### src/hw/usb_spec_pkg.sv
package usb_spec_pkg;

  // PIDs a device sends, as the low nibble of the PID byte.
  // Bits [1:0] hold the coding group.
  typedef enum logic [3:0] {
    PID_DATA0 = 4'b0011,
    PID_DATA1 = 4'b1011,
    PID_ACK   = 4'b0010,
    PID_NAK   = 4'b1010,
    PID_STALL = 4'b1110
  } usb_pid_e;

  // Coding group shared by DATA0 and DATA1.
  localparam logic [1:0] PIDGRP_DATA = 2'b11;

  // Bus state as {dp, dn} for a full-speed device.
  typedef enum logic [1:0] {
    LINE_SE0 = 2'b00,
    LINE_K   = 2'b01,
    LINE_J   = 2'b10
  } line_state_e;

  // Seven zeros then a one, sent LSB first.
  // On the wire this reads KJKJKJKK.
  localparam logic [7:0] SYNC_BYTE = 8'h80;

  // CRC16 register starts at all ones.
  localparam logic [15:0] CRC16_SEED = 16'hffff;

  // Good-packet remainder 0x800d, bit reversed to suit an LSB-first register.
  localparam logic [15:0] CRC16_RESIDUE = 16'hb001;

  // A zero is forced after this many ones in a row.
  localparam int STUFF_RUN = 6;

endpackage

### src/hw/usb_tx_pkg.sv
package usb_tx_pkg;

  // Request handshake states of the intake.
  // ACKED holds o_ack high until the producer drops its request.
  // WAIT_DROP gives one idle clock before a new request is seen.
  typedef enum logic [1:0] {
    IN_IDLE,
    IN_ACKED,
    IN_WAIT_DROP
  } intake_state_e;

  // Packet field being serialized.
  // CRC bytes are skipped for handshake packets.
  typedef enum logic [2:0] {
    SER_IDLE,
    SER_SYNC,
    SER_PID,
    SER_DATA,
    SER_CRC_LO,
    SER_CRC_HI,
    SER_EOP
  } ser_state_e;

endpackage

### src/hw/usb_line_driver.sv
`timescale 1ns/10ps

module usb_line_driver (
  input  logic i_clk_48MHz,
  input  logic i_rst_n,
  input  logic i_bit_stb,
  input  logic i_tx_bit,
  input  logic i_tx_eop,
  input  logic i_tx_active,
  output logic o_dp,
  output logic o_dn,
  output logic o_oe
);
  import usb_spec_pkg::*;

  line_state_e line_q;
  logic [1:0]  se0_cnt;
  logic        oe_q;

  // Everything moves on the bit strobe only.
  always_ff @(posedge i_clk_48MHz or negedge i_rst_n) begin
    if (!i_rst_n) begin
      line_q <= LINE_J;
      se0_cnt <= '0;
      oe_q <= 1'b0;
    end else if (i_bit_stb) begin
      // Enable lines up with the first cell driven.
      oe_q <= i_tx_active;
      if (!i_tx_active) begin
        // Idle bus sits at J.
        line_q <= LINE_J;
        se0_cnt <= '0;
      end else if (i_tx_eop) begin
        if (se0_cnt < 2'd2) begin
          line_q <= LINE_SE0;
          se0_cnt <= se0_cnt + 2'd1;
        end else begin
          // Back to J to close the EOP.
          line_q <= LINE_J;
          se0_cnt <= '0;
        end
      end else if (!i_tx_bit) begin
        // NRZI, a zero flips the line.
        line_q <= (line_q == LINE_J) ? LINE_K : LINE_J;
      end
    end
  end

  assign {o_dp, o_dn} = line_q;
  assign o_oe = oe_q;

endmodule

### src/hw/usb_pkt_serializer.sv
`timescale 1ns/10ps

module usb_pkt_serializer #(
  parameter int MAX_PKT = 8
) (
  input  logic                           i_clk_48MHz,
  input  logic                           i_rst_n,
  input  logic                           i_start,
  input  usb_spec_pkg::usb_pid_e         i_pid,
  input  logic [$clog2(MAX_PKT+1)-1:0]   i_len,
  input  logic [7:0]                     i_rd_byte,
  output logic [$clog2(MAX_PKT)-1:0]     o_rd_idx,
  output logic                           o_busy,
  output logic                           o_bit_stb,
  output logic                           o_tx_bit,
  output logic                           o_tx_eop,
  output logic                           o_tx_active
);
  import usb_spec_pkg::*;
  import usb_tx_pkg::*;

  localparam int IDX_W = $clog2(MAX_PKT);
  localparam int LEN_W = $clog2(MAX_PKT + 1);
  // x^16+x^15+x^2+1 in reflected form.
  localparam logic [15:0] CRC16_POLY = 16'ha001;

  ser_state_e           state;
  logic [1:0]           div_cnt;
  logic [7:0]           shreg;
  logic [2:0]           bit_cnt;
  logic [LEN_W-1:0]     data_cnt;
  logic [15:0]          crc;
  logic [15:0]          crc_next;
  logic [STUFF_RUN-1:0] hist;
  logic                 stuff;
  logic                 crc_loop;
  logic                 is_data;
  logic                 in_pkt;

  // Divide by four for the 12 MHz bit cell.
  always_ff @(posedge i_clk_48MHz or negedge i_rst_n) begin
    if (!i_rst_n) begin
      div_cnt <= '0;
    end else begin
      div_cnt <= div_cnt + 2'd1;
    end
  end

  assign o_bit_stb = (div_cnt == 2'd3);

  assign in_pkt = (state != SER_IDLE);
  assign is_data = (i_pid[1:0] == PIDGRP_DATA);

  // Six ones just went out, so this cell is a stuffed zero.
  assign stuff = &hist;

  // Nothing is sent in EOP cells apart from a possible stuffed zero.
  assign o_tx_bit = shreg[0] && !stuff && (state != SER_EOP);
  assign o_tx_eop = (state == SER_EOP) && !stuff;
  assign o_tx_active = in_pkt;
  assign o_busy = in_pkt;

  // Payload index, read ahead one byte.
  assign o_rd_idx = data_cnt[IDX_W-1:0];

  // One CRC step on the bit now leaving.
  assign crc_loop = shreg[0] ^ crc[0];
  assign crc_next = (crc >> 1) ^ ({16{crc_loop}} & CRC16_POLY);

  // Field sequencing, advancing on non-stuffed cells only.
  always_ff @(posedge i_clk_48MHz or negedge i_rst_n) begin
    if (!i_rst_n) begin
      state <= SER_IDLE;
      bit_cnt <= '0;
      data_cnt <= '0;
      hist <= '0;
    end else if (state == SER_IDLE) begin
      if (i_start) begin
        state <= SER_SYNC;
        bit_cnt <= '0;
        data_cnt <= '0;
        hist <= '0;
      end
    end else if (o_bit_stb) begin
      hist <= {hist[STUFF_RUN-2:0], o_tx_bit};
      if (!stuff) begin
        bit_cnt <= bit_cnt + 3'd1;
        if (state == SER_EOP) begin
          // Two SE0 cells, then one J cell.
          if (bit_cnt == 3'd2) begin
            state <= SER_IDLE;
          end
        end else if (bit_cnt == 3'd7) begin
          case (state)
            SER_SYNC: state <= SER_PID;
            SER_PID: begin
              if (!is_data) begin
                state <= SER_EOP;
              end else if (i_len == '0) begin
                state <= SER_CRC_LO;
              end else begin
                state <= SER_DATA;
                data_cnt <= data_cnt + 1'b1;
              end
            end
            SER_DATA: begin
              if (data_cnt == i_len) begin
                state <= SER_CRC_LO;
              end else begin
                data_cnt <= data_cnt + 1'b1;
              end
            end
            SER_CRC_LO: state <= SER_CRC_HI;
            SER_CRC_HI: state <= SER_EOP;
            default:    state <= SER_IDLE;
          endcase
        end
      end
    end
  end

  // Shift register and CRC. Both hold during a stuffed cell.
  always_ff @(posedge i_clk_48MHz) begin
    if (i_start && (state == SER_IDLE)) begin
      shreg <= SYNC_BYTE;
      crc <= CRC16_SEED;
    end else if (o_bit_stb && !stuff && in_pkt && (state != SER_EOP)) begin
      if (state == SER_DATA) begin
        crc <= crc_next;
      end
      if (bit_cnt != 3'd7) begin
        shreg <= shreg >> 1;
      end else begin
        case (state)
          // PID nibble then its complement.
          SER_SYNC:   shreg <= {~i_pid, i_pid};
          // Empty payload goes straight to the CRC of nothing.
          SER_PID:    shreg <= (i_len == '0) ? ~crc[7:0] : i_rd_byte;
          // The last payload bit is folded in via crc_next.
          SER_DATA:   shreg <= (data_cnt == i_len) ? ~crc_next[7:0] : i_rd_byte;
          SER_CRC_LO: shreg <= ~crc[15:8];
          default:    shreg <= shreg;
        endcase
      end
    end
  end

endmodule

### src/hw/usb_tx_intake.sv
`timescale 1ns/10ps

module usb_tx_intake #(
  parameter int MAX_PKT = 8
) (
  input  logic                           i_clk_48MHz,
  input  logic                           i_rst_n,
  input  logic                           i_wr_en,
  input  logic [$clog2(MAX_PKT)-1:0]     i_wr_idx,
  input  logic [7:0]                     i_wr_byte,
  input  logic                           i_req,
  input  usb_spec_pkg::usb_pid_e         i_pid,
  input  logic [$clog2(MAX_PKT)-1:0]     i_rd_idx,
  input  logic                           i_ser_busy,
  input  logic                           i_bit_stb,
  output logic                           o_ack,
  output logic                           o_start,
  output usb_spec_pkg::usb_pid_e         o_pid,
  output logic [$clog2(MAX_PKT+1)-1:0]   o_len,
  output logic [7:0]                     o_rd_byte
);
  import usb_tx_pkg::*;

  localparam int LEN_W = $clog2(MAX_PKT + 1);

  logic [7:0]       mem [MAX_PKT];
  logic [LEN_W-1:0] wr_cnt;
  intake_state_e    state;

  // Payload buffer, written by the producer before it requests.
  always_ff @(posedge i_clk_48MHz) begin
    if (i_wr_en) begin
      mem[i_wr_idx] <= i_wr_byte;
    end
  end

  // Read port for the serializer, no register in the path.
  assign o_rd_byte = mem[i_rd_idx];

  // Launch only on a bit strobe and only when the serializer is free.
  // A held request waits here while a packet is still going out.
  assign o_start = (state == IN_IDLE) && i_req && i_bit_stb && !i_ser_busy;

  // Ack is high for the whole ACKED state, one clock after launch.
  assign o_ack = (state == IN_ACKED);

  // Write count gives the length, stuck at MAX_PKT when full.
  // A launch restarts it for the next packet.
  always_ff @(posedge i_clk_48MHz or negedge i_rst_n) begin
    if (!i_rst_n) begin
      wr_cnt <= '0;
    end else if (o_start) begin
      wr_cnt <= '0;
    end else if (i_wr_en && (wr_cnt != LEN_W'(MAX_PKT))) begin
      wr_cnt <= wr_cnt + 1'b1;
    end
  end

  // Four-phase handshake sequencing.
  always_ff @(posedge i_clk_48MHz or negedge i_rst_n) begin
    if (!i_rst_n) begin
      state <= IN_IDLE;
    end else begin
      case (state)
        IN_IDLE:      if (o_start) state <= IN_ACKED;
        IN_ACKED:     if (!i_req) state <= IN_WAIT_DROP;
        IN_WAIT_DROP: state <= IN_IDLE;
        default:      state <= IN_IDLE;
      endcase
    end
  end

  // PID and length stay put for the whole packet.
  always_ff @(posedge i_clk_48MHz) begin
    if (o_start) begin
      o_pid <= i_pid;
      o_len <= wr_cnt;
    end
  end

endmodule

### src/hw/usb_tx_top.sv
`timescale 1ns/10ps

module usb_tx_top #(
  parameter int MAX_PKT = 8
) (
  input  logic                         i_clk_48MHz,
  input  logic                         i_rst_n,
  input  logic                         i_wr_en,
  input  logic [$clog2(MAX_PKT)-1:0]   i_wr_idx,
  input  logic [7:0]                   i_wr_byte,
  input  logic                         i_req,
  input  usb_spec_pkg::usb_pid_e       i_pid,
  output logic                         o_ack,
  output logic                         o_dp,
  output logic                         o_dn,
  output logic                         o_oe
);
  import usb_spec_pkg::*;

  localparam int IDX_W = $clog2(MAX_PKT);
  localparam int LEN_W = $clog2(MAX_PKT + 1);

  // Intake and serializer link.
  logic             start;
  usb_pid_e         pid;
  logic [LEN_W-1:0] len;
  logic [IDX_W-1:0] rd_idx;
  logic [7:0]       rd_byte;
  logic             busy;

  // Serializer and line driver link.
  logic             bit_stb;
  logic             tx_bit;
  logic             tx_eop;
  logic             tx_active;

  usb_tx_intake #(
    .MAX_PKT(MAX_PKT)
  ) u_intake (
    .i_clk_48MHz(i_clk_48MHz),
    .i_rst_n    (i_rst_n),
    .i_wr_en    (i_wr_en),
    .i_wr_idx   (i_wr_idx),
    .i_wr_byte  (i_wr_byte),
    .i_req      (i_req),
    .i_pid      (i_pid),
    .i_rd_idx   (rd_idx),
    .i_ser_busy (busy),
    .i_bit_stb  (bit_stb),
    .o_ack      (o_ack),
    .o_start    (start),
    .o_pid      (pid),
    .o_len      (len),
    .o_rd_byte  (rd_byte)
  );

  usb_pkt_serializer #(
    .MAX_PKT(MAX_PKT)
  ) u_serializer (
    .i_clk_48MHz(i_clk_48MHz),
    .i_rst_n    (i_rst_n),
    .i_start    (start),
    .i_pid      (pid),
    .i_len      (len),
    .i_rd_byte  (rd_byte),
    .o_rd_idx   (rd_idx),
    .o_busy     (busy),
    .o_bit_stb  (bit_stb),
    .o_tx_bit   (tx_bit),
    .o_tx_eop   (tx_eop),
    .o_tx_active(tx_active)
  );

  usb_line_driver u_line_driver (
    .i_clk_48MHz(i_clk_48MHz),
    .i_rst_n    (i_rst_n),
    .i_bit_stb  (bit_stb),
    .i_tx_bit   (tx_bit),
    .i_tx_eop   (tx_eop),
    .i_tx_active(tx_active),
    .o_dp       (o_dp),
    .o_dn       (o_dn),
    .o_oe       (o_oe)
  );

endmodule

### config.mk
export PLATFORM = sky130hd
export DESIGN_NAME = usb_tx_top
export DESIGN_NICKNAME = d
export VERILOG_FILES = /design/src/hw/usb_spec_pkg.sv /design/src/hw/usb_tx_pkg.sv /design/src/hw/usb_line_driver.sv /design/src/hw/usb_pkt_serializer.sv /design/src/hw/usb_tx_intake.sv /design/src/hw/usb_tx_top.sv
export SDC_FILE = /design/constraint.sdc
export NUM_CORES = 1
export LEC_CHECK = 0
export CAP_MARGIN = 0
export CORE_MARGIN = 4
export CORE_UTILIZATION = 39
export CTS_CLUSTER_SIZE = 40
export DETAILED_ROUTE_END_ITERATION = 8
export DONT_BUFFER_PORTS = 1
export GPL_ROUTABILITY_DRIVEN = 1
export HOLD_SLACK_MARGIN = 0.05
export MAX_ROUTING_LAYER = met4
export PLACE_DENSITY = 0.67
export REMOVE_ABC_BUFFERS = 1
export SLEW_MARGIN = 20
export SYNTH_ARGS = -nofsm -noshare
export SYNTH_HDL_FRONTEND = slang
export SYNTH_HIERARCHICAL = 1
export SYNTH_SLANG_ARGS = --single-unit
### constraint.sdc
create_clock -name i_clk_48MHz -period 3.9 [get_ports i_clk_48MHz]
set_input_delay 0.585 -clock i_clk_48MHz [delete_from_list [all_inputs] [get_ports i_clk_48MHz]]
set_output_delay 0.585 -clock i_clk_48MHz [all_outputs]
set_load 0.05 [all_outputs]
-- Word level (Yosys, flattened, before mapping)
Memories as Yosys holds them, arrays and structs flattened.
Cells that the tools add are included.
- memories kept: 1
- memory bits (writable): 64
- register bits after elaboration: 61
- bitwise gates (word level): 6
- $lt $le $gt $ge: 1
- eq/ne operators: 28
- add/sub/neg operators: 5
- muxes and demuxes: 47
- reductions and logical operators: 33
- memory list (name ; words ; bits a word ; rd ports ; clocked after Yosys merged registers in ; wr ports ; line ; text):
    u_intake.mem ; 8 ; 8 ; 1 ; 0 ; 1 ; usb_tx_intake.sv:26 ; logic [7:0] mem [MAX_PKT];
- operators by type and width (cell ; number):
    $mux W4 ; 11
    $mux W3 ; 14
    $pmux W8 S4 ; 1
    $mux W8 ; 3
    $not A8 Y8 ; 3
    $mux W2 ; 10
    $mux W6 ; 3
    $xor A15 B16 Y16 ; 1
    $pmux W3 S5 ; 1
    $eq A3 B3 Y1 const B ; 4
    $ne A3 B3 Y1 const B ; 4
    $reduce_and A2 Y1 ; 6
    $reduce_and A6 Y1 ; 2
    $logic_and A1 B1 Y1 ; 11
    $eq A3 B2 Y1 const B ; 3
    $reduce_and A9 Y1 ; 1
    $reduce_bool A3 Y1 ; 3
    $add A4 B1 Y4 const B ; 2
    $ne A2 B2 Y1 const B ; 4
    $pmux W4 S2 ; 1
    $eq A2 B2 Y1 const B ; 3
    $ne A3 B2 Y1 const B ; 2
    $reduce_bool A2 Y1 ; 3
    $reduce_bool A5 Y1 ; 1
    other kinds (19) ; 23

-- Logic depth before layout (Yosys ltp)
Gate-level depths: netlist (run 1).
- depth after elaboration: 9
- mapped depth: 10
- mapped depth without buffers: 7

-- Hierarchy
Netlist (run 1), hierarchy kept.
- modules (own cells, without submodules) (module ; area an instance (µm²) ; cells each ; instances ; sequential area each (µm²)):
    usb_tx_intake ; 3074.2 ; 145 ; 1 ; 2312.2
    usb_pkt_serializer ; 2538.7 ; 285 ; 1 ; 930.9
    usb_line_driver ; 230.2 ; 20 ; 1 ; 126.4

-- Worst setup path after synthesis (run 1)
Ideal clock, no wire load.
- path type: register to register
- start point: register u_serializer.state[2]
- end point: register u_serializer.state[0]
- data required time: 3.780 ns
- cell stages (with the launch flop): 9
- path slack: 0.281 ns
- library setup time: 0.120 ns
- data arrival time: 3.499 ns
- path through: dfrtp_1 > buf_6 > nor3_4 > inv_1 > nor4_1 > nand2_2 > a222oi_1 > a21oi_1 > a31o_1
- elaborated cells on any way between the ends: 23
- those cells by class: 10 x eq/ne; 6 x mux; 7 x reduce/logical
- RTL lines (item ; line ; text):
    from (decl) ; usb_pkt_serializer.sv:27 ; ser_state_e state;
    from (signal assigned) ; usb_pkt_serializer.sv:73 ; state <= SER_IDLE;
    from (signal assigned) ; usb_pkt_serializer.sv:79 ; state <= SER_SYNC;
    from (signal assigned) ; usb_pkt_serializer.sv:91 ; state <= SER_IDLE;
    $reduce_bool A3 Y1 ; usb_pkt_serializer.sv:51 ; assign in_pkt = (state != SER_IDLE);
    via busy ; usb_tx_top.sv:29 ; logic busy;
    $logic_not A1 Y1 ; n/a ;
    $logic_and A1 B1 Y1 ; usb_tx_intake.sv:42 ; assign o_start = (state == IN_IDLE) && i_req && i_bit_stb && !i_ser_busy;
    via start ; usb_tx_top.sv:24 ; logic start;
    $ne A2 B1 Y1 (no source line) ; n/a ;
    $reduce_and A6 Y1 (no source line) ; n/a ;
The timed path passes the listed nets, and every way through them passes these cells. The select of a mux whose other input is x is not followed.
A chain may end at the register's enable or synchronous reset.

-- Worst setup path after layout (run 1)
- start point: register u_serializer.state[0]
- end point: register u_serializer.state[0]
The elaborated chain is that of the path after synthesis.

==> results.toml, run 1 <==
[outcome]
status = "complete, no violations"

[yosys]
synthesis.instances = 450
async_reset_ff_share_pct = 23.20
avgSynthCellArea_sq_um = 12.98
synthTopCellsByArea = "edfxtp_1 (37%), dfrtp_1 (12%), dfxtp_1 (8.2%)"
synth_ff_type = "edfxtp_1"
synth_top_cell_area_share_pct = 37.00
synth_edf_count = 72
ys_types = 68
netlist_area_sq_mm = 0.005843
synth_largest_area_cell = "edfxtp_1"
synth_seq_cells = 125
ys_warn_count = 6
yosysSeqAreaShare_pct = 57.67

[die]
die_area_sq_mm = 0.01700
rows = 44
die_h_um = 130.4
core_sq_mm = 0.01459
pin_count = 23
initial_core_util_pct = 40.05
fp.dieW_um = 130.4

[global_route]
grt_max_degree = 30
grt_util_met1_pct = 18.56
met3_usage_pct = 4.756
grt_use_met2_pct = 25.08
grt-ovfl-total = 0
antenna_found_initial = 0
grt_pass1_vias = 3724
track_usage_pct = 15.56
grt.busiest_layer = "met2"
grt_pass1_wl_um = 19480

[critical_path]
crit_arrival_ps = 3520
crit_fanout = 27
end_kind = "register"
worstSetupStartpoint = "u_serializer/state[0]"
r2r_start = "u_serializer/state[0]"
worstSetupStartpointType = "register"
ff2ff_setup_slack_ps = 680
crit_type = "register to register"
crit_required_ps = 4200

[pwr]
swShare_pct = 29.68
p_leak_nw = 2.556
p_int_w = 0.003194
pwr-share-seq_pct = 41.6
p_switching_w = 0.001348
ir_drop_uv = 487.9
pwr-share-clk_pct = 37.6
powerDensity_mw_per_mm2 = 685.1
pwr-share-comb_pct = 20.8

[hold_path]
hold_class = "input port to register"
min-delay-start = "i_req"

[clock_tree]
clkLatencyLatePin_ps = 420
root_buffer = "clkbuf_16"
clk_pin_slew_ps = 50
postCtsHoldBufs = 2
cts_buffers = 17
cts_max_level = 4
postCtsSetupRepairBufs = 0
clockBufferDepth = 2
cts-resized-gates = 0
cts_tree = "done"
cts_sinks = 125

[route]
wire_per_inst_um = 18.32
postRouteAntennaNets = 0
routed_via_density = 5.611
drc = 0
first_pass_iters = 4
drtIter0Drc = 253
vias = 3636
wl_um = 11870

[timing]
fin_skew_ps = 7.502
fin_crit_sh_pct = 82.51
fmax_mhz = 310.8
relSlewSlack_pct = 29.51
rsz0062_at_grt = "false"
setup_violations = 0
maxSlewViolCount = 0
hold_viol = 0
min_period_ps = 3218
final.setup.tns_ps = 0
worstMarginPinSlew_ps = 1055

[placement]
finalWeightedCongestion = 0.9149
port-buffer-count = 0
dpl_cell_area_sq_mm = 0.005961
dpl.hpwl_um = 7929

[final_layout]
finalNetCount = 479
drive_above_1_share_pct = 12.50
finalInstanceArea_sq_mm = 0.006630
num_antenna_cells = 0
nFillCells = 1267
area_growth_pct = 13.47

[run]
cap_violations = 0
## through the flow
step	total power (W)	util, %	hold slack, ps	instances	setup slack (ps)
6_report	0.004542	45.45	232.9	648	682.3
5_1_grt	0.004777	45.45	223.2	648	395.1
4_1_cts	0.004575	45.45	213.1	648	668.1
3_5_place_dp	0.002837	40.86	290.6	615	691.7
3_3_place_gp	0.002801	40.86	290.6	615	781.5
2_1_floorplan	0.002569	-	289.4	424	-235.3
## sequential cells by signal (all words and copies together), names as in the netlist, 3 cells and up
| name | flops |
|---|---|
| u_intake/mem | 64 |
| u_serializer/crc | 16 |
| u_serializer/shreg | 8 |
| u_serializer/hist | 6 |
| u_intake/o_len | 4 |
| u_intake/o_pid | 4 |
| u_intake/wr_cnt | 4 |
| u_serializer/data_cnt | 4 |
| u_serializer/bit_cnt | 3 |
| u_serializer/state | 3 |
## routing by layer
layer,wire [um],up-vias
met3,728,15
met4,167,0
met5,0,-
li1,-,1730
met1,5002,1777
met2,5970,114
## path summary, 6_finish.rpt
| check | end | cells after the start |
|---|---|---|
| max in group asynchronous | u_line_driver/line_q[1] | 2 |
| min | u_intake/state[1] | 1 |
| min reg2reg | u_serializer/div_cnt[0] | 1 |
| max | u_serializer/state[0] | 8 |
| max reg2reg | u_serializer/state[0] | 8 |
| min in group asynchronous | u_serializer/hist[1] | 2 |
## cells by family (layout without fill, tap and decap cells)
kind of cell    Yosys count  in the layout  synth area share, %
fa+ha+maj                 8              8                1.713
compound gates           88             88                10.77
buf+inv                  44             58                4.090
simple gates            129            129                11.73
mux                      47             47                12.68
flops                   125            125                57.67
xor+xnor                  9              9                1.349
## worst max-delay path: stages (launching register included)
cell	delay [ps]
dfrtp_1	630
nor3_4	320
inv_1	160
nor4_2	240
buf_4	270
nand2_2	340
a222oi_1	770
a21oi_1	130
a31o_1	220
## power by group through the flow
stage          Sequential, W  Combinational, W  Clock (W)
2_1_floorplan        0.00185          0.000717          0
3_3_place_gp         0.00190          0.000898          0
3_5_place_dp         0.00191          0.000924          0
4_1_cts              0.00189          0.000946    0.00174
5_1_grt              0.00193           0.00106    0.00179
6_report             0.00189          0.000945    0.00171
## synth_stat cells, types with 5 or more instances
cell,count
a21oi_1,10
a22o_1,9
a31oi_1,5
buf_2,7
buf_4,7
clkbuf_1,7
dfrtp_1,28
dfxtp_1,24
edfxtp_1,72
ha_1,8
inv_1,18
mux2_2,9
mux2i_1,20
mux4_1,15
nand2_1,41
nand2b_1,7
nand3_1,16
nor2_1,18
nor2b_1,6
nor3_1,7
o21ai_0,22
xnor2_1,7
## cell usage in the layout (no fill, tap or decap), types with 3 or more instances in the layout
master / instances
a22o_1: 9
and2_1: 3
o311a_1: 3
o22ai_1: 4
a21oi_1: 10
ha_1: 8
inv_1: 18
a21o_1: 4
nor4_1: 3
o211ai_1: 3
nand2b_1: 7
a211oi_1: 4
o31ai_1: 3
nand3b_1: 4
o21ai_0: 22
mux2i_1: 20
a221oi_1: 4
a31oi_1: 5
mux2_2: 9
nand2_1: 41
nand4_1: 4
nor3_1: 7
or3_1: 3
dfrtp_1: 28
nor2_1: 18
clkbuf_16: 17
buf_4: 7
nand3_1: 16
dfxtp_1: 24
mux4_1: 15
edfxtp_1: 72
xnor2_1: 7
nor2b_1: 6
bufinv_16: 5
## area by class of cell
type / count / area (sq um) / share of cell area, %
Inverter: 18 / 67.56 / 1.019
Clock buffer: 20 / 446.7 / 6.737
Timing Repair Buffer: 9 / 82.58 / 1.246
Tap cell: 184 / 230.2 / 3.472
Sequential cell: 125 / 3369 / 50.82
Clock inverter: 11 / 192.7 / 2.906
Multi-Input combinational cell: 281 / 2241 / 33.80
Note: power is estimated with default switching activity, not from simulation.
==> inputs of run 2 (changes only) <==
ABC_AREA = 1   (was unset)
PLACE_DENSITY = 0.65   (was 0.67)
clock period = 3.2 ns   (was 3.9 ns; I/O delays follow)
==> results.toml, run 2 <==
[critical_path]
crit_required_ps = 3500
worstSetupStartpointType = "register"
crit_type = "register to register"
crit_fanout = 19
ff2ff_setup_slack_ps = 540
end_kind = "register"
crit_arrival_ps = 2950

[final_layout]
finalInstanceArea_sq_mm = 0.006895
layout_commonest_cell = "nand2_1"
largest_reg_flops = 64
mostFrequentLayoutCells = "nand2_1 (194), edfxtp_1 (72), inv_1 (61)"
area_growth_pct = 12.42
fin_cells = 895
num_antenna_cells = 0
drive_above_1_share_pct = 13.74
largestRegisters = "u_intake/mem x64, u_serializer/crc x16, u_serializer/shreg x8"
finalNetCount = 698
largest_register = "u_intake/mem"

[yosys]
netlist_area_sq_mm = 0.006133
synthTopCellsByArea = "edfxtp_1 (35%), nand2_1 (12%), dfrtp_1 (11%)"
synth_top_cell_area_share_pct = 35.25
synth_seq_cells = 125
synthesis.instances = 670
avgSynthCellArea_sq_um = 9.154
ys_types = 40
post-synth-top-count-cell = "nand2_1"
synth_edf_count = 72
yosysSeqAreaShare_pct = 54.94
synth_largest_area_cell = "edfxtp_1"
synth_ff_type = "edfxtp_1"
netlist_top_cells_count = "nand2_1 (194), edfxtp_1 (72), inv_1 (61)"
async_reset_ff_share_pct = 23.20
ys_warn_count = 6

[pwr]
powerDensity_mw_per_mm2 = 841.9
p_leak_nw = 2.940
total_power_w = 0.005805
ir_drop_uv = 521.9

[timing]
hold_viol = 0
maxSlewViolCount = 0
fin_crit_sh_pct = 83.05
worstMarginPinSlew_ps = 953.9
fmax_mhz = 376.3
relSlewSlack_pct = 36.17
timing.hold.ws_ps = 121.6
rsz0062_at_grt = "false"
min_period_ps = 2658
final.setup.tns_ps = 0
setup_violations = 0
fin_skew_ps = 7.941

[route]
wire_per_inst_um = 14.57
wl_um = 13040
vias = 4500
first_pass_iters = 5
drc = 0
routed_via_density = 5.028
drtIter0Drc = 365
postRouteAntennaNets = 0

[placement]
dpl.hpwl_um = 8628
dpl_cell_area_sq_mm = 0.006241
finalWeightedCongestion = 0.9008
port-buffer-count = 0
dpl.cell_count = 861

[die]
core_sq_mm = 0.01531
rows = 45
initial_core_util_pct = 40.05
die_h_um = 133.4
fp.dieW_um = 133.4
die_area_sq_mm = 0.01780
pin_count = 23

[outcome]
status = "complete, no violations"

[clock_tree]
cts_buffers = 17
clkLatencyLatePin_ps = 420
cts_tree = "done"
cts_max_level = 4
root_buffer = "clkbuf_16"
clockBufferDepth = 2
cts_sinks = 125
clk_pin_slew_ps = 50

[global_route]
track_usage_pct = 15.80
grt_max_degree = 39
grt_pass1_vias = 4305
grt-ovfl-total = 0
grt_pass1_wl_um = 21550
antenna_found_initial = 0

[run]
cap_violations = 0

[hold_path]
hold_class = "input port to register"
run 2: cell count changes in the layout (fill, tap and decap cells not counted), moves of 20 or more:
cell     delta
inv_1      +43
o21ai_1    +26
nor2_1     +36
mux2i_1    -20
nand3_1    +22
nand2_1   +153
run 2: cell type report:
| type | instances | area [sq um] |
|---|---|---|
| fill | 1447 | 8419 |
| sequential | 125 | 3369 |
| multi-input combinational | 450 | 2315 |
| clock buffer | 19 | 432.9 |
| inverter | 73 | 277.8 |
| tap | 211 | 264.0 |
| clock inverter | 13 | 191.4 |
| timing repair buffer | 4 | 45.04 |
run 2: per-stage QoR:
stage | utilization (%) | setup WS [ps]
2_1_floorplan | - | 1000
3_3_place_gp | 40.75 | 723.9
3_5_place_dp | 40.75 | 622.5
4_1_cts | 45.02 | 556.4
5_1_grt | 45.02 | 338.8
6_report | 45.02 | 542.3
run 2: what timing repair did:
action                    in CTS  in global routing
gates resized for setup        0                  0
hold buffers                   2                  0
hold endpoints to repair      29                  0
buffers inserted               0                  0
run 2: kinds of logic after synthesis:
kind of cell | synth area share (%)
buffers and inverters | 7.324
XOR/XNOR | 0.5711
adder cells (fa/ha/maj) | 1.632
multiplexers | 0.1836
flip-flops | 54.94
AO/OA/AOI/OAI | 10.40
AND/OR/NAND/NOR | 24.95
run 2: report_power, final:
| group | internal, W | switching (W) | total, W |
|---|---|---|---|
| Clock | 0.00131 | 0.000700 | 0.00201 |
| Sequential | 0.00200 | 0.000304 | 0.00231 |
| Combinational | 0.000496 | 0.000997 | 0.00149 |
| Total | 0.00381 | 0.00200 | 0.00581 |
run 2: final timing paths:
kind / cells past startpoint / start / endpoint
max in group asynchronous: 2 / i_rst_n / u_line_driver/line_q[1]
max: 12 / u_serializer/state[1] / u_serializer/state[1]
min: 1 / i_req / u_intake/state[1]
min reg2reg: 1 / u_serializer/div_cnt[0] / u_serializer/div_cnt[0]
max reg2reg: 12 / u_serializer/state[1] / u_serializer/state[1]
min in group asynchronous: 2 / i_rst_n / u_serializer/hist[1]
run 2: per-layer routing:
layer	vias to the layer above	global-route usage, %	routed length (um)
li1	2236	-	-
met1	2089	19.29	5804
met2	152	24.58	6273
met3	23	3.701	619
met4	0	8.114	342
met5	-	-	0
run 2: critical path: stages, from the launching register on:
cell     delay [ps]
dfrtp_1         530
nor2_4          230
nand2_4         180
nor2_1          140
nand2_1         180
inv_1           390
nand2_8         200
nand2_4         140
nand2_2          80
inv_2           120
nand3_2         140
nand2_1         120
o21ai_1          80
